### src/wb_cache_config.svh
`ifndef WB_CACHE_CONFIG_SVH
`define WB_CACHE_CONFIG_SVH

// front-end word address, msb selects the control space
`define WB_CACHE_ADDR_W 12
`define WB_CACHE_DATA_W 32
`define WB_CACHE_SEL_W 4

// 16 lines of 4 words
`define WB_CACHE_LINES_W 4
`define WB_CACHE_OFFSET_W 2

// tag covers what is left of the memory-space address
`define WB_CACHE_TAG_W (`WB_CACHE_ADDR_W - 1 - `WB_CACHE_LINES_W - `WB_CACHE_OFFSET_W)

// write-through buffer holds 2**n entries
`define WB_CACHE_WTBUF_DEPTH_W 2

`endif

### src/wb_cache_pkg.sv
`default_nettype none

package wb_cache_pkg;

   // cache memory FSM
   typedef enum logic [2:0] {
      IDLE,
      LOOKUP,
      WAIT_WTBUF,
      REFILL,
      RESPOND
   } cache_state_e;

   // control space word addresses, the last two are write commands
   typedef enum logic [2:0] {
      STATUS,
      READ_HIT,
      READ_MISS,
      WRITE_HIT,
      WRITE_MISS,
      INVALIDATE,
      CLEAR_CNT
   } ctrl_reg_e;

endpackage

`default_nettype wire

### src/wb_cache_if.sv
`default_nettype none
`include "wb_cache_config.svh"

// front end to cache memory or control block
interface cache_req_if;
   logic                          req;
   logic                          we;
   logic [`WB_CACHE_ADDR_W-2:0]   addr;
   logic [`WB_CACHE_DATA_W-1:0]   wdata;
   logic [`WB_CACHE_SEL_W-1:0]    sel;
   logic [`WB_CACHE_DATA_W-1:0]   rdata;
   logic                          ack;

   modport master (output req, we, addr, wdata, sel, input rdata, ack);
   modport slave (input req, we, addr, wdata, sel, output rdata, ack);
endinterface

// refill or drain channel into the back-end arbiter
interface cache_bus_if;
   logic                          req;
   logic                          we;
   logic [`WB_CACHE_ADDR_W-2:0]   addr;
   logic [`WB_CACHE_DATA_W-1:0]   wdata;
   logic [`WB_CACHE_SEL_W-1:0]    sel;
   logic [`WB_CACHE_DATA_W-1:0]   rdata;
   logic                          ack;

   modport master (output req, we, addr, wdata, sel, input rdata, ack);
   modport slave (input req, we, addr, wdata, sel, output rdata, ack);
endinterface

`default_nettype wire

### src/wb_cache_front_end.sv
`default_nettype none
`include "wb_cache_config.svh"

module wb_cache_front_end (
   input  wire                          clk_i,
   input  wire                          arst_n_i,
   input  wire                          cyc_i,
   input  wire                          stb_i,
   input  wire                          we_i,
   input  wire  [`WB_CACHE_ADDR_W-1:0]  adr_i,
   input  wire  [`WB_CACHE_DATA_W-1:0]  dat_i,
   input  wire  [`WB_CACHE_SEL_W-1:0]   sel_i,
   output logic [`WB_CACHE_DATA_W-1:0]  dat_o,
   output logic                         ack_o,
   cache_req_if.master                  mem,
   cache_req_if.master                  ctrl
);

   logic                          busy_q;
   logic                          to_ctrl_q;
   logic                          we_q;
   logic [`WB_CACHE_ADDR_W-2:0]   addr_q;
   logic [`WB_CACHE_DATA_W-1:0]   data_q;
   logic [`WB_CACHE_SEL_W-1:0]    sel_q;
   logic                          slave_ack;
   logic [`WB_CACHE_DATA_W-1:0]   slave_rdata;

   assign slave_ack   = to_ctrl_q ? ctrl.ack : mem.ack;
   assign slave_rdata = to_ctrl_q ? ctrl.rdata : mem.rdata;

   // one request in flight, no new strobe taken while ack_o is up
   always_ff @(posedge clk_i or negedge arst_n_i) begin
      if (!arst_n_i) begin
         busy_q    <= 1'b0;
         to_ctrl_q <= 1'b0;
         ack_o     <= 1'b0;
      end else begin
         ack_o <= busy_q && slave_ack;
         if (busy_q) begin
            if (slave_ack) begin
               busy_q <= 1'b0;
            end
         end else if (cyc_i && stb_i && !ack_o) begin
            busy_q    <= 1'b1;
            to_ctrl_q <= adr_i[`WB_CACHE_ADDR_W-1];
         end
      end
   end

   always_ff @(posedge clk_i) begin
      if (!busy_q) begin
         we_q   <= we_i;
         addr_q <= adr_i[`WB_CACHE_ADDR_W-2:0];
         data_q <= dat_i;
         sel_q  <= sel_i;
      end
      if (busy_q && slave_ack) begin
         dat_o <= slave_rdata;
      end
   end

   // msb of the address picks the target
   assign mem.req   = busy_q && !to_ctrl_q;
   assign mem.we    = we_q;
   assign mem.addr  = addr_q;
   assign mem.wdata = data_q;
   assign mem.sel   = sel_q;

   assign ctrl.req   = busy_q && to_ctrl_q;
   assign ctrl.we    = we_q;
   assign ctrl.addr  = addr_q;
   assign ctrl.wdata = data_q;
   assign ctrl.sel   = sel_q;

endmodule

`default_nettype wire

### src/wb_cache_memory.sv
`default_nettype none
`include "wb_cache_config.svh"

module wb_cache_memory (
   input  wire                          clk_i,
   input  wire                          arst_n_i,
   cache_req_if.slave                   req,
   cache_bus_if.master                  refill,
   output logic                         wtb_push_o,
   output logic [`WB_CACHE_ADDR_W-2:0]  wtb_addr_o,
   output logic [`WB_CACHE_DATA_W-1:0]  wtb_data_o,
   output logic [`WB_CACHE_SEL_W-1:0]   wtb_sel_o,
   input  wire                          wtb_full_i,
   input  wire                          wtb_empty_i,
   output logic                         read_hit_o,
   output logic                         read_miss_o,
   output logic                         write_hit_o,
   output logic                         write_miss_o,
   input  wire                          invalidate_i
);

   import wb_cache_pkg::*;

   cache_state_e                        state_q;
   logic [(1<<`WB_CACHE_LINES_W)-1:0]   valid_q;
   logic [`WB_CACHE_TAG_W-1:0]          tag_mem [0:(1<<`WB_CACHE_LINES_W)-1];
   logic [`WB_CACHE_DATA_W-1:0]
      data_mem [0:(1<<(`WB_CACHE_LINES_W+`WB_CACHE_OFFSET_W))-1];

   logic [`WB_CACHE_TAG_W-1:0]          req_tag;
   logic [`WB_CACHE_LINES_W-1:0]        req_idx;
   logic [`WB_CACHE_OFFSET_W-1:0]       req_off;
   logic [`WB_CACHE_OFFSET_W-1:0]       fill_cnt_q;
   logic                                hit;
   logic                                lookup;
   logic                                fill_ack;
   logic                                fill_last;
   logic                                ack_q;
   logic [`WB_CACHE_DATA_W-1:0]         rdata_q;

   assign {req_tag, req_idx, req_off} = req.addr;
   assign hit    = valid_q[req_idx] && (tag_mem[req_idx] == req_tag);
   assign lookup = (state_q == LOOKUP) && req.req;

   assign fill_ack  = (state_q == REFILL) && refill.ack;
   assign fill_last = fill_ack && (&fill_cnt_q);

   // every accepted write goes to the buffer, a full buffer stalls it
   assign wtb_push_o = lookup && req.we && !wtb_full_i;
   assign wtb_addr_o = req.addr;
   assign wtb_data_o = req.wdata;
   assign wtb_sel_o  = req.sel;

   assign read_hit_o   = lookup && !req.we && hit;
   assign read_miss_o  = lookup && !req.we && !hit;
   assign write_hit_o  = wtb_push_o && hit;
   assign write_miss_o = wtb_push_o && !hit;

   // line refill, words fetched in order from offset 0
   assign refill.req   = (state_q == REFILL);
   assign refill.we    = 1'b0;
   assign refill.addr  = {req_tag, req_idx, fill_cnt_q};
   assign refill.wdata = '0;
   assign refill.sel   = '1;

   assign req.ack   = ack_q;
   assign req.rdata = rdata_q;

   always_ff @(posedge clk_i or negedge arst_n_i) begin
      if (!arst_n_i) begin
         state_q    <= IDLE;
         fill_cnt_q <= '0;
         ack_q      <= 1'b0;
      end else begin
         ack_q <= 1'b0;
         case (state_q)
            IDLE: state_q <= LOOKUP;
            LOOKUP: begin
               if (read_hit_o || wtb_push_o) begin
                  ack_q   <= 1'b1;
                  state_q <= RESPOND;
               end else if (read_miss_o) begin
                  state_q <= WAIT_WTBUF;
               end
            end
            // refill must not overtake pending writes
            WAIT_WTBUF: begin
               if (wtb_empty_i) begin
                  fill_cnt_q <= '0;
                  state_q    <= REFILL;
               end
            end
            REFILL: begin
               if (fill_ack) begin
                  fill_cnt_q <= fill_cnt_q + 1'b1;
               end
               if (fill_last) begin
                  ack_q   <= 1'b1;
                  state_q <= RESPOND;
               end
            end
            // request drops while here
            RESPOND: state_q <= LOOKUP;
            default: state_q <= IDLE;
         endcase
      end
   end

   always_ff @(posedge clk_i or negedge arst_n_i) begin
      if (!arst_n_i) begin
         valid_q <= '0;
      end else if (invalidate_i) begin
         valid_q <= '0;
      end else if (fill_last) begin
         valid_q[req_idx] <= 1'b1;
      end
   end

   always_ff @(posedge clk_i) begin
      if (fill_ack) begin
         data_mem[{req_idx, fill_cnt_q}] <= refill.rdata;
      end
      if (fill_last) begin
         tag_mem[req_idx] <= req_tag;
      end
      // byte merge on a write hit
      if (write_hit_o) begin
         for (int b = 0; b < `WB_CACHE_SEL_W; b++) begin
            if (req.sel[b]) begin
               data_mem[{req_idx, req_off}][8*b +: 8] <= req.wdata[8*b +: 8];
            end
         end
      end
      if (read_hit_o) begin
         rdata_q <= data_mem[{req_idx, req_off}];
      end else if (fill_ack && (fill_cnt_q == req_off)) begin
         rdata_q <= refill.rdata;
      end
   end

endmodule

`default_nettype wire

### src/wb_cache_wtbuf.sv
`default_nettype none
`include "wb_cache_config.svh"

module wb_cache_wtbuf (
   input  wire                          clk_i,
   input  wire                          arst_n_i,
   input  wire                          push_i,
   input  wire  [`WB_CACHE_ADDR_W-2:0]  addr_i,
   input  wire  [`WB_CACHE_DATA_W-1:0]  data_i,
   input  wire  [`WB_CACHE_SEL_W-1:0]   sel_i,
   output logic                         full_o,
   output logic                         empty_o,
   cache_bus_if.master                  drain
);

   logic [`WB_CACHE_ADDR_W-2:0]  addr_mem [0:(1<<`WB_CACHE_WTBUF_DEPTH_W)-1];
   logic [`WB_CACHE_DATA_W-1:0]  data_mem [0:(1<<`WB_CACHE_WTBUF_DEPTH_W)-1];
   logic [`WB_CACHE_SEL_W-1:0]   sel_mem [0:(1<<`WB_CACHE_WTBUF_DEPTH_W)-1];

   // one extra bit tells full from empty
   logic [`WB_CACHE_WTBUF_DEPTH_W:0]    wr_ptr_q;
   logic [`WB_CACHE_WTBUF_DEPTH_W:0]    rd_ptr_q;
   logic [`WB_CACHE_WTBUF_DEPTH_W-1:0]  head;

   assign head    = rd_ptr_q[`WB_CACHE_WTBUF_DEPTH_W-1:0];
   assign empty_o = (wr_ptr_q == rd_ptr_q);
   assign full_o  = (wr_ptr_q[`WB_CACHE_WTBUF_DEPTH_W] != rd_ptr_q[`WB_CACHE_WTBUF_DEPTH_W])
                 && (wr_ptr_q[`WB_CACHE_WTBUF_DEPTH_W-1:0] == head);

   always_ff @(posedge clk_i or negedge arst_n_i) begin
      if (!arst_n_i) begin
         wr_ptr_q <= '0;
         rd_ptr_q <= '0;
      end else begin
         if (push_i) begin
            wr_ptr_q <= wr_ptr_q + 1'b1;
         end
         // pop once the head write is acked
         if (drain.ack) begin
            rd_ptr_q <= rd_ptr_q + 1'b1;
         end
      end
   end

   always_ff @(posedge clk_i) begin
      if (push_i) begin
         addr_mem[wr_ptr_q[`WB_CACHE_WTBUF_DEPTH_W-1:0]] <= addr_i;
         data_mem[wr_ptr_q[`WB_CACHE_WTBUF_DEPTH_W-1:0]] <= data_i;
         sel_mem[wr_ptr_q[`WB_CACHE_WTBUF_DEPTH_W-1:0]]  <= sel_i;
      end
   end

   assign drain.req   = !empty_o;
   assign drain.we    = 1'b1;
   assign drain.addr  = addr_mem[head];
   assign drain.wdata = data_mem[head];
   assign drain.sel   = sel_mem[head];

endmodule

`default_nettype wire

### src/wb_cache_back_end.sv
`default_nettype none
`include "wb_cache_config.svh"

module wb_cache_back_end (
   input  wire                          clk_i,
   input  wire                          arst_n_i,
   cache_bus_if.slave                   refill,
   cache_bus_if.slave                   drain,
   output logic                         m_cyc_o,
   output logic                         m_stb_o,
   output logic                         m_we_o,
   output logic [`WB_CACHE_ADDR_W-2:0]  m_adr_o,
   output logic [`WB_CACHE_DATA_W-1:0]  m_dat_o,
   output logic [`WB_CACHE_SEL_W-1:0]   m_sel_o,
   input  wire  [`WB_CACHE_DATA_W-1:0]  m_dat_i,
   input  wire                          m_ack_i
);

   logic gnt_drain_q;
   logic done;

   assign done = m_stb_o && m_ack_i;

   // drain first, grant held until the slave acks
   always_ff @(posedge clk_i or negedge arst_n_i) begin
      if (!arst_n_i) begin
         m_cyc_o     <= 1'b0;
         m_stb_o     <= 1'b0;
         gnt_drain_q <= 1'b0;
      end else if (m_stb_o) begin
         if (m_ack_i) begin
            m_cyc_o <= 1'b0;
            m_stb_o <= 1'b0;
         end
      end else if (drain.req) begin
         m_cyc_o     <= 1'b1;
         m_stb_o     <= 1'b1;
         gnt_drain_q <= 1'b1;
      end else if (refill.req) begin
         m_cyc_o     <= 1'b1;
         m_stb_o     <= 1'b1;
         gnt_drain_q <= 1'b0;
      end
   end

   // transfer fields frozen while the strobe is up
   always_ff @(posedge clk_i) begin
      if (!m_stb_o) begin
         if (drain.req) begin
            m_we_o  <= drain.we;
            m_adr_o <= drain.addr;
            m_dat_o <= drain.wdata;
            m_sel_o <= drain.sel;
         end else begin
            m_we_o  <= refill.we;
            m_adr_o <= refill.addr;
            m_dat_o <= refill.wdata;
            m_sel_o <= refill.sel;
         end
      end
   end

   assign drain.ack    = done && gnt_drain_q;
   assign refill.ack   = done && !gnt_drain_q;
   assign drain.rdata  = gnt_drain_q ? m_dat_i : '0;
   assign refill.rdata = gnt_drain_q ? '0 : m_dat_i;

endmodule

`default_nettype wire

### src/wb_cache_control.sv
`default_nettype none
`include "wb_cache_config.svh"

module wb_cache_control (
   input  wire   clk_i,
   input  wire   arst_n_i,
   cache_req_if.slave ctrl,
   input  wire   read_hit_i,
   input  wire   read_miss_i,
   input  wire   write_hit_i,
   input  wire   write_miss_i,
   input  wire   wtb_empty_i,
   input  wire   wtb_full_i,
   output logic  invalidate_o
);

   import wb_cache_pkg::*;

   ctrl_reg_e                    reg_sel;
   logic [`WB_CACHE_DATA_W-1:0]  cnt_q [0:3];
   logic [3:0]                   cnt_inc;
   logic                         access;
   logic                         clear;
   logic                         ack_q;
   logic [`WB_CACHE_DATA_W-1:0]  rd_word;
   logic [`WB_CACHE_DATA_W-1:0]  rdata_q;

   assign reg_sel = ctrl_reg_e'(ctrl.addr[$bits(ctrl_reg_e)-1:0]);
   // request stays up through the ack cycle
   assign access  = ctrl.req && !ack_q;
   assign clear   = access && ctrl.we && (reg_sel == CLEAR_CNT);
   assign cnt_inc = {write_miss_i, write_hit_i, read_miss_i, read_hit_i};

   always_ff @(posedge clk_i or negedge arst_n_i) begin
      if (!arst_n_i) begin
         for (int i = 0; i < 4; i++) begin
            cnt_q[i] <= '0;
         end
      end else if (clear) begin
         for (int i = 0; i < 4; i++) begin
            cnt_q[i] <= '0;
         end
      end else begin
         // counters stick at all ones
         for (int i = 0; i < 4; i++) begin
            if (cnt_inc[i] && !(&cnt_q[i])) begin
               cnt_q[i] <= cnt_q[i] + 1'b1;
            end
         end
      end
   end

   always_comb begin
      case (reg_sel)
         STATUS:     rd_word = {{(`WB_CACHE_DATA_W-2){1'b0}}, wtb_full_i, wtb_empty_i};
         READ_HIT:   rd_word = cnt_q[0];
         READ_MISS:  rd_word = cnt_q[1];
         WRITE_HIT:  rd_word = cnt_q[2];
         WRITE_MISS: rd_word = cnt_q[3];
         default:    rd_word = '0;
      endcase
   end

   always_ff @(posedge clk_i or negedge arst_n_i) begin
      if (!arst_n_i) begin
         ack_q        <= 1'b0;
         invalidate_o <= 1'b0;
      end else begin
         ack_q        <= access;
         invalidate_o <= access && ctrl.we && (reg_sel == INVALIDATE);
      end
   end

   always_ff @(posedge clk_i) begin
      if (access) begin
         rdata_q <= rd_word;
      end
   end

   assign ctrl.ack   = ack_q;
   assign ctrl.rdata = rdata_q;

endmodule

`default_nettype wire

### src/wb_cache_top.sv
`default_nettype none
`include "wb_cache_config.svh"

module wb_cache_top (
   input  wire                          clk_i,
   input  wire                          arst_n_i,
   // front-end slave
   input  wire                          cyc_i,
   input  wire                          stb_i,
   input  wire                          we_i,
   input  wire  [`WB_CACHE_ADDR_W-1:0]  adr_i,
   input  wire  [`WB_CACHE_DATA_W-1:0]  dat_i,
   input  wire  [`WB_CACHE_SEL_W-1:0]   sel_i,
   output wire  [`WB_CACHE_DATA_W-1:0]  dat_o,
   output wire                          ack_o,
   // back-end master
   output wire                          m_cyc_o,
   output wire                          m_stb_o,
   output wire                          m_we_o,
   output wire  [`WB_CACHE_ADDR_W-2:0]  m_adr_o,
   output wire  [`WB_CACHE_DATA_W-1:0]  m_dat_o,
   output wire  [`WB_CACHE_SEL_W-1:0]   m_sel_o,
   input  wire  [`WB_CACHE_DATA_W-1:0]  m_dat_i,
   input  wire                          m_ack_i
);

   cache_req_if mem_req ();
   cache_req_if ctrl_req ();
   cache_bus_if refill ();
   cache_bus_if drain ();

   wire                          wtb_push;
   wire [`WB_CACHE_ADDR_W-2:0]   wtb_addr;
   wire [`WB_CACHE_DATA_W-1:0]   wtb_data;
   wire [`WB_CACHE_SEL_W-1:0]    wtb_sel;
   wire                          wtb_full;
   wire                          wtb_empty;
   wire                          read_hit;
   wire                          read_miss;
   wire                          write_hit;
   wire                          write_miss;
   wire                          invalidate;

   wb_cache_front_end front_end (
      .clk_i    (clk_i),
      .arst_n_i (arst_n_i),
      .cyc_i    (cyc_i),
      .stb_i    (stb_i),
      .we_i     (we_i),
      .adr_i    (adr_i),
      .dat_i    (dat_i),
      .sel_i    (sel_i),
      .dat_o    (dat_o),
      .ack_o    (ack_o),
      .mem      (mem_req),
      .ctrl     (ctrl_req)
   );

   wb_cache_memory cache_memory (
      .clk_i        (clk_i),
      .arst_n_i     (arst_n_i),
      .req          (mem_req),
      .refill       (refill),
      .wtb_push_o   (wtb_push),
      .wtb_addr_o   (wtb_addr),
      .wtb_data_o   (wtb_data),
      .wtb_sel_o    (wtb_sel),
      .wtb_full_i   (wtb_full),
      .wtb_empty_i  (wtb_empty),
      .read_hit_o   (read_hit),
      .read_miss_o  (read_miss),
      .write_hit_o  (write_hit),
      .write_miss_o (write_miss),
      .invalidate_i (invalidate)
   );

   wb_cache_wtbuf wtbuf (
      .clk_i    (clk_i),
      .arst_n_i (arst_n_i),
      .push_i   (wtb_push),
      .addr_i   (wtb_addr),
      .data_i   (wtb_data),
      .sel_i    (wtb_sel),
      .full_o   (wtb_full),
      .empty_o  (wtb_empty),
      .drain    (drain)
   );

   wb_cache_back_end back_end (
      .clk_i    (clk_i),
      .arst_n_i (arst_n_i),
      .refill   (refill),
      .drain    (drain),
      .m_cyc_o  (m_cyc_o),
      .m_stb_o  (m_stb_o),
      .m_we_o   (m_we_o),
      .m_adr_o  (m_adr_o),
      .m_dat_o  (m_dat_o),
      .m_sel_o  (m_sel_o),
      .m_dat_i  (m_dat_i),
      .m_ack_i  (m_ack_i)
   );

   wb_cache_control cache_control (
      .clk_i        (clk_i),
      .arst_n_i     (arst_n_i),
      .ctrl         (ctrl_req),
      .read_hit_i   (read_hit),
      .read_miss_i  (read_miss),
      .write_hit_i  (write_hit),
      .write_miss_i (write_miss),
      .wtb_empty_i  (wtb_empty),
      .wtb_full_i   (wtb_full),
      .invalidate_o (invalidate)
   );

endmodule

`default_nettype wire

### config.mk
export PLATFORM = sky130hd
export DESIGN_NAME = wb_cache_top
export DESIGN_NICKNAME = d
export VERILOG_FILES = /design/src/wb_cache_pkg.sv /design/src/wb_cache_if.sv /design/src/wb_cache_front_end.sv /design/src/wb_cache_memory.sv /design/src/wb_cache_wtbuf.sv /design/src/wb_cache_back_end.sv /design/src/wb_cache_control.sv /design/src/wb_cache_top.sv
export VERILOG_INCLUDE_DIRS = /design/src
export SDC_FILE = /design/constraint.sdc
export NUM_CORES = 2
export LEC_CHECK = 0
export BUFFER_PORTS_ARGS = -buffer_cell sky130_fd_sc_hd__buf_2
export CAP_MARGIN = 20
export CORE_MARGIN = 1.5
export CORE_UTILIZATION = 60
export DETAILED_ROUTE_END_ITERATION = 8
export GPL_TIMING_DRIVEN = 0
export PLACE_DENSITY = 0.77
export SLEW_MARGIN = 10
export SYNTH_ARGS = -nofsm -noshare
export SYNTH_HDL_FRONTEND = slang
export SYNTH_SLANG_ARGS = --single-unit
### constraint.sdc
create_clock -name clk_i -period 6.15 [get_ports clk_i]
set_input_delay 0 -clock clk_i [delete_from_list [all_inputs] [get_ports clk_i]]
set_output_delay 0 -clock clk_i [all_outputs]
set_load 0.02 [all_outputs]
==> impl_metrics.csv <==
group,metric,value,unit
status,status,"finished, violations left",
status,violations,"DRC, setup timing",
worst_hold_path,hp-class,"primary input to flip-flop",
sta,rsz0062_at_grt,"no",
sta,slew_headroom,8.73,%
sta,worst-slew-pin-transition,1.37,ns
placement,routabilityCongestion,1.01,
sta,maxSlewViolCount,0,
synthesis,avgSynthCellArea,19.7,µm²
synthesis,synthTopCellsByArea,"edfxtp_1 (71%), mux4_2 (14%), dfrtp_1 (3.9%), nor2_1 (1.3%), mux2_2 (1.3%)",
clocking,clk_latency,0.96,ns
sta,clock.fmax,154,MHz
sta,period_needed,6.51,ns
critical_path,worstPathArrival,7.21,ns
routing,drc,82,
critical_path,cp_top_family,"buffers and inverters",
critical_path,crit_buf_inv,5,
clocking,cts_max_level,5,
synthesis,synth_area,106000,µm²
global_routing,grt_pass1_wl,497000,µm
flow_run,cap_violations,0,
synthesis,ys_seq_elements,2676,
layout,final_cell_area,122000,µm²
floorplanning,die_area,179000,µm²
sta,fin_skew,0.0573,ns
synthesis,yosysTopAreaCell,"edfxtp_1",
sta,timing.final.ws_setup,-0.362,ns
routing,via_per_inst,7.50,
critical_path,crit_path_top_delay_cell,"clkbuf_2",
critical_path,r2r_slack,-0.36,ns
critical_path,crit_path_start_kind,"flip-flop",
critical_path,required,6.85,ns
routing,routed_wl,371000,µm
global_routing,grt_max_degree,95,
global_routing,antenna_found_initial,34,
placement,dp_hpwl,238000,µm
routing,ant_nets,0,
placement,placed_cells,7947,
clocking,cts_setup_buffers,0,
global_routing,global_route.usage.total,41.5,%
pwr,p_per_area,434,nW/µm²
synthesis,async_reset_ff_share,6.13,%
synthesis,yosysWarningCount,0,
synthesis,seq_area_frac_synth,75.1,%
synthesis,yosysMostFrequentCell,"edfxtp_1",
synthesis,yosys.area.top_type_share,71.1,%
clocking,cts_root_buffer,"clkbuf_16",
placement,io_buffers,168,
synthesis,syn_inst,5366,
floorplanning,num_rows,153,
synthesis,synthTopCellsByCount,"edfxtp_1 (2508), mux4_2 (638), nor2_1 (380), nand2_1 (223), clkbuf_1 (176)",
clocking,cts_sinks,2676,
synthesis,synth_ff_type,"edfxtp_1",
layout,fin_nets,6129,
sta,setup_viol,347,
clocking,cts_buffer_depth,4,
synthesis,synthesis.nets,5462,
sta,finalHoldViolations,0,
routing,firstDrtPassIters,9,
layout,drive_gt1_share,26.3,%
layout,synthToLayoutAreaGrowth,14.9,%
critical_path,path_common_cell,"clkbuf_2",
synthesis,synth-edff-count,2508,
layout,fin_cells,8596,
routing,avgRoutedWirePerCell,43.1,µm
clocking,numCtsBuffers,282,
floorplanning,die_y,423,µm
clocking,clk_pin_slew_worst_paths,0.07,ns
sta,tns,-32.91,ns
routing,drt_iter0_markers,11900,
pwr,p_leak,40.2,nW
critical_path,critPathMaxStageDelay,0.79,ns
global_routing,grt_pass1_vias,60700,
pwr,vdd_drop_max,0.282,mV
floorplanning,start_util,60.6,%
floorplanning,num_io_pins,169,
critical_path,critical_path_class,"flip-flop to flip-flop",
sta,timing.final.crit_share,106,%
floorplanning,core,175000,µm²
critical_path,end_kind,"flip-flop",
clocking,cts_tree,"yes",
floorplanning,die_w,423,µm
synthesis,yosysUniqueCellTypes,77,
critical_path,crit_path_max_fanout,10,
routing,vias,64400,
global_routing,grt-ovfl-total,0,
placement,dpl_cell_area,111000,µm²
critical_path,crit_chain,"clkbuf_1 -> clkbuf_2 -> clkbuf_2 -> clkbuf_2 -> clkbuf_2 -> mux4_2 -> a22oi_1 -> nand2_1 -> a211oi_1 -> o311ai_0 -> mux2_2",
[sequential cells by signal, indices dropped and copies added (netlist names), 2 cells and up, named ones only]
signal,cells
cache_control.ctrl.rdata,32
wtbuf.addr_mem,44
cache_memory.data_mem,2048
wtbuf.sel_mem,16
cache_control.cnt_q,128
front_end.ctrl.wdata,32
wtbuf.rd_ptr_q,3
wtbuf.wr_ptr_q,3
front_end.dat_o,32
cache_memory.req.rdata,32
front_end.ctrl.sel,4
cache_memory.fill_cnt_q,2
front_end.ctrl.addr,11
cache_memory.valid_q,16
cache_memory.tag_mem,80
cache_memory.state_q,3
back_end.m_sel_o,4
wtbuf.data_mem,128
back_end.m_dat_o,32
back_end.m_adr_o,11
[worst register-to-register path, stage by stage (launching register included)]
cell      delay, ns
edfxtp_1       0.43
clkbuf_1       0.41
clkbuf_2       0.58
clkbuf_2       0.67
clkbuf_2       0.81
clkbuf_2       0.75
mux4_2         0.47
a22oi_1        0.35
nand2_1        0.09
a211oi_1       0.64
o311ai_0       0.63
mux2_2         0.46
[per-stage QoR]
| stage | worst slack [ns] | power [W] | utilization (%) | hold WS, ns |
|---|---|---|---|---|
| 3_3_place_gp | -2.95 | 0.0343 | 62.8 | 0.178 |
| 3_5_place_dp | -0.499 | 0.0349 | 63.8 | 0.0928 |
| 2_1_floorplan | 2.35 | 0.0283 | - | -0.296 |
| 5_1_grt | 0.00968 | 0.0529 | 69.6 | 0.0790 |
| 4_1_cts | 0.0105 | 0.0515 | 69.5 | 0.00192 |
| 6_report | -0.362 | 0.0528 | 69.7 | 0.0734 |
[per-layer routing]
metal,vias to the layer above,track usage (%),wire length [µm]
met1,32700,51.1,115000
met5,-,1.75,577
met3,1722,17.9,61200
met4,22,30.0,35200
li1,23400,-,-
met2,6630,58.7,159000
[layout make-up]
class	count	area, µm²
antenna	39	97.6
buffer	304	1420
clock inverter	125	1230
multi-input combinational	2361	25200
timing repair buffer	386	3640
fill	10400	52900
tap	2325	2910
clock buffer	358	7620
sequential	2676	79500
inverter	22	82.6
[timing repair]
| action | 4_1_cts | 5_1_grt |
|---|---|---|
| gates resized for setup | 11 | 16 |
| hold endpoints to repair | 351 | 0 |
| endpoints found under the setup margin | 355 | 338 |
| hold buffers | 116 | 0 |
[logic make-up after synthesis]
group	share of synthesized area, %
xor gates and xnor gates	0.272
DFF	75.1
and+or+nand+nor	4.54
AOI/OAI and AO/OA	3.00
buffers and inverters	1.29
muxes	15.7
adders and majority gates	0.118
[placed cells by master (no fill, tap or decap), types with 20 or more instances in the layout]
| cell | Yosys | layout |
|---|---|---|
| clkbuf_16 | 0 | 293 |
| o21ai_0 | 80 | 80 |
| mux2_2 | 121 | 104 |
| clkinv_2 | 0 | 40 |
| nand4_1 | 31 | 31 |
| buf_2 | 62 | 270 |
| edfxtp_1 | 2508 | 2508 |
| a22oi_1 | 136 | 136 |
| buf_6 | 5 | 22 |
| diode_2 | 0 | 39 |
| mux4_2 | 638 | 638 |
| nand3_1 | 71 | 71 |
| and3_1 | 22 | 22 |
| xnor2_1 | 20 | 20 |
| nor3_1 | 29 | 26 |
| clkbuf_1 | 176 | 172 |
| clkbuf_2 | 1 | 62 |
| clkinv_1 | 0 | 47 |
| or3_1 | 59 | 59 |
| buf_12 | 0 | 32 |
| o31ai_1 | 28 | 28 |
| nor2b_1 | 74 | 74 |
| or4_1 | 30 | 30 |
| dfrtp_1 | 164 | 164 |
| mux2i_1 | 77 | 75 |
| a21oi_1 | 101 | 101 |
| nor2_1 | 380 | 359 |
| bufinv_16 | 0 | 25 |
| nand2_1 | 223 | 223 |
| buf_8 | 0 | 28 |
| dlygate4sd3_1 | 0 | 115 |
[power breakdown]
part,switching (W),internal [W]
registers,0.000479,0.0213
logic,0.00979,0.00429
clock network,0.00717,0.00978
total,0.0174,0.0354
[path summary, 6_finish.rpt]
kind / endpoint / start / cells past startpoint
worst max-delay path: cache_memory.req.rdata[30] / front_end.ctrl.addr[1] / 11
worst min-delay path: cache_memory.data_mem[11][19] / m_dat_i[19] / 3
worst max register to register: cache_memory.req.rdata[30] / front_end.ctrl.addr[1] / 11
worst min register to register: cache_memory.state_q[1] / cache_memory.state_q[2] / 1
max in group asynchronous: cache_control.cnt_q[84] / arst_n_i / 4
min in group asynchronous: cache_control.cnt_q[61] / arst_n_i / 4
Power figures use the tool's default switching activity.
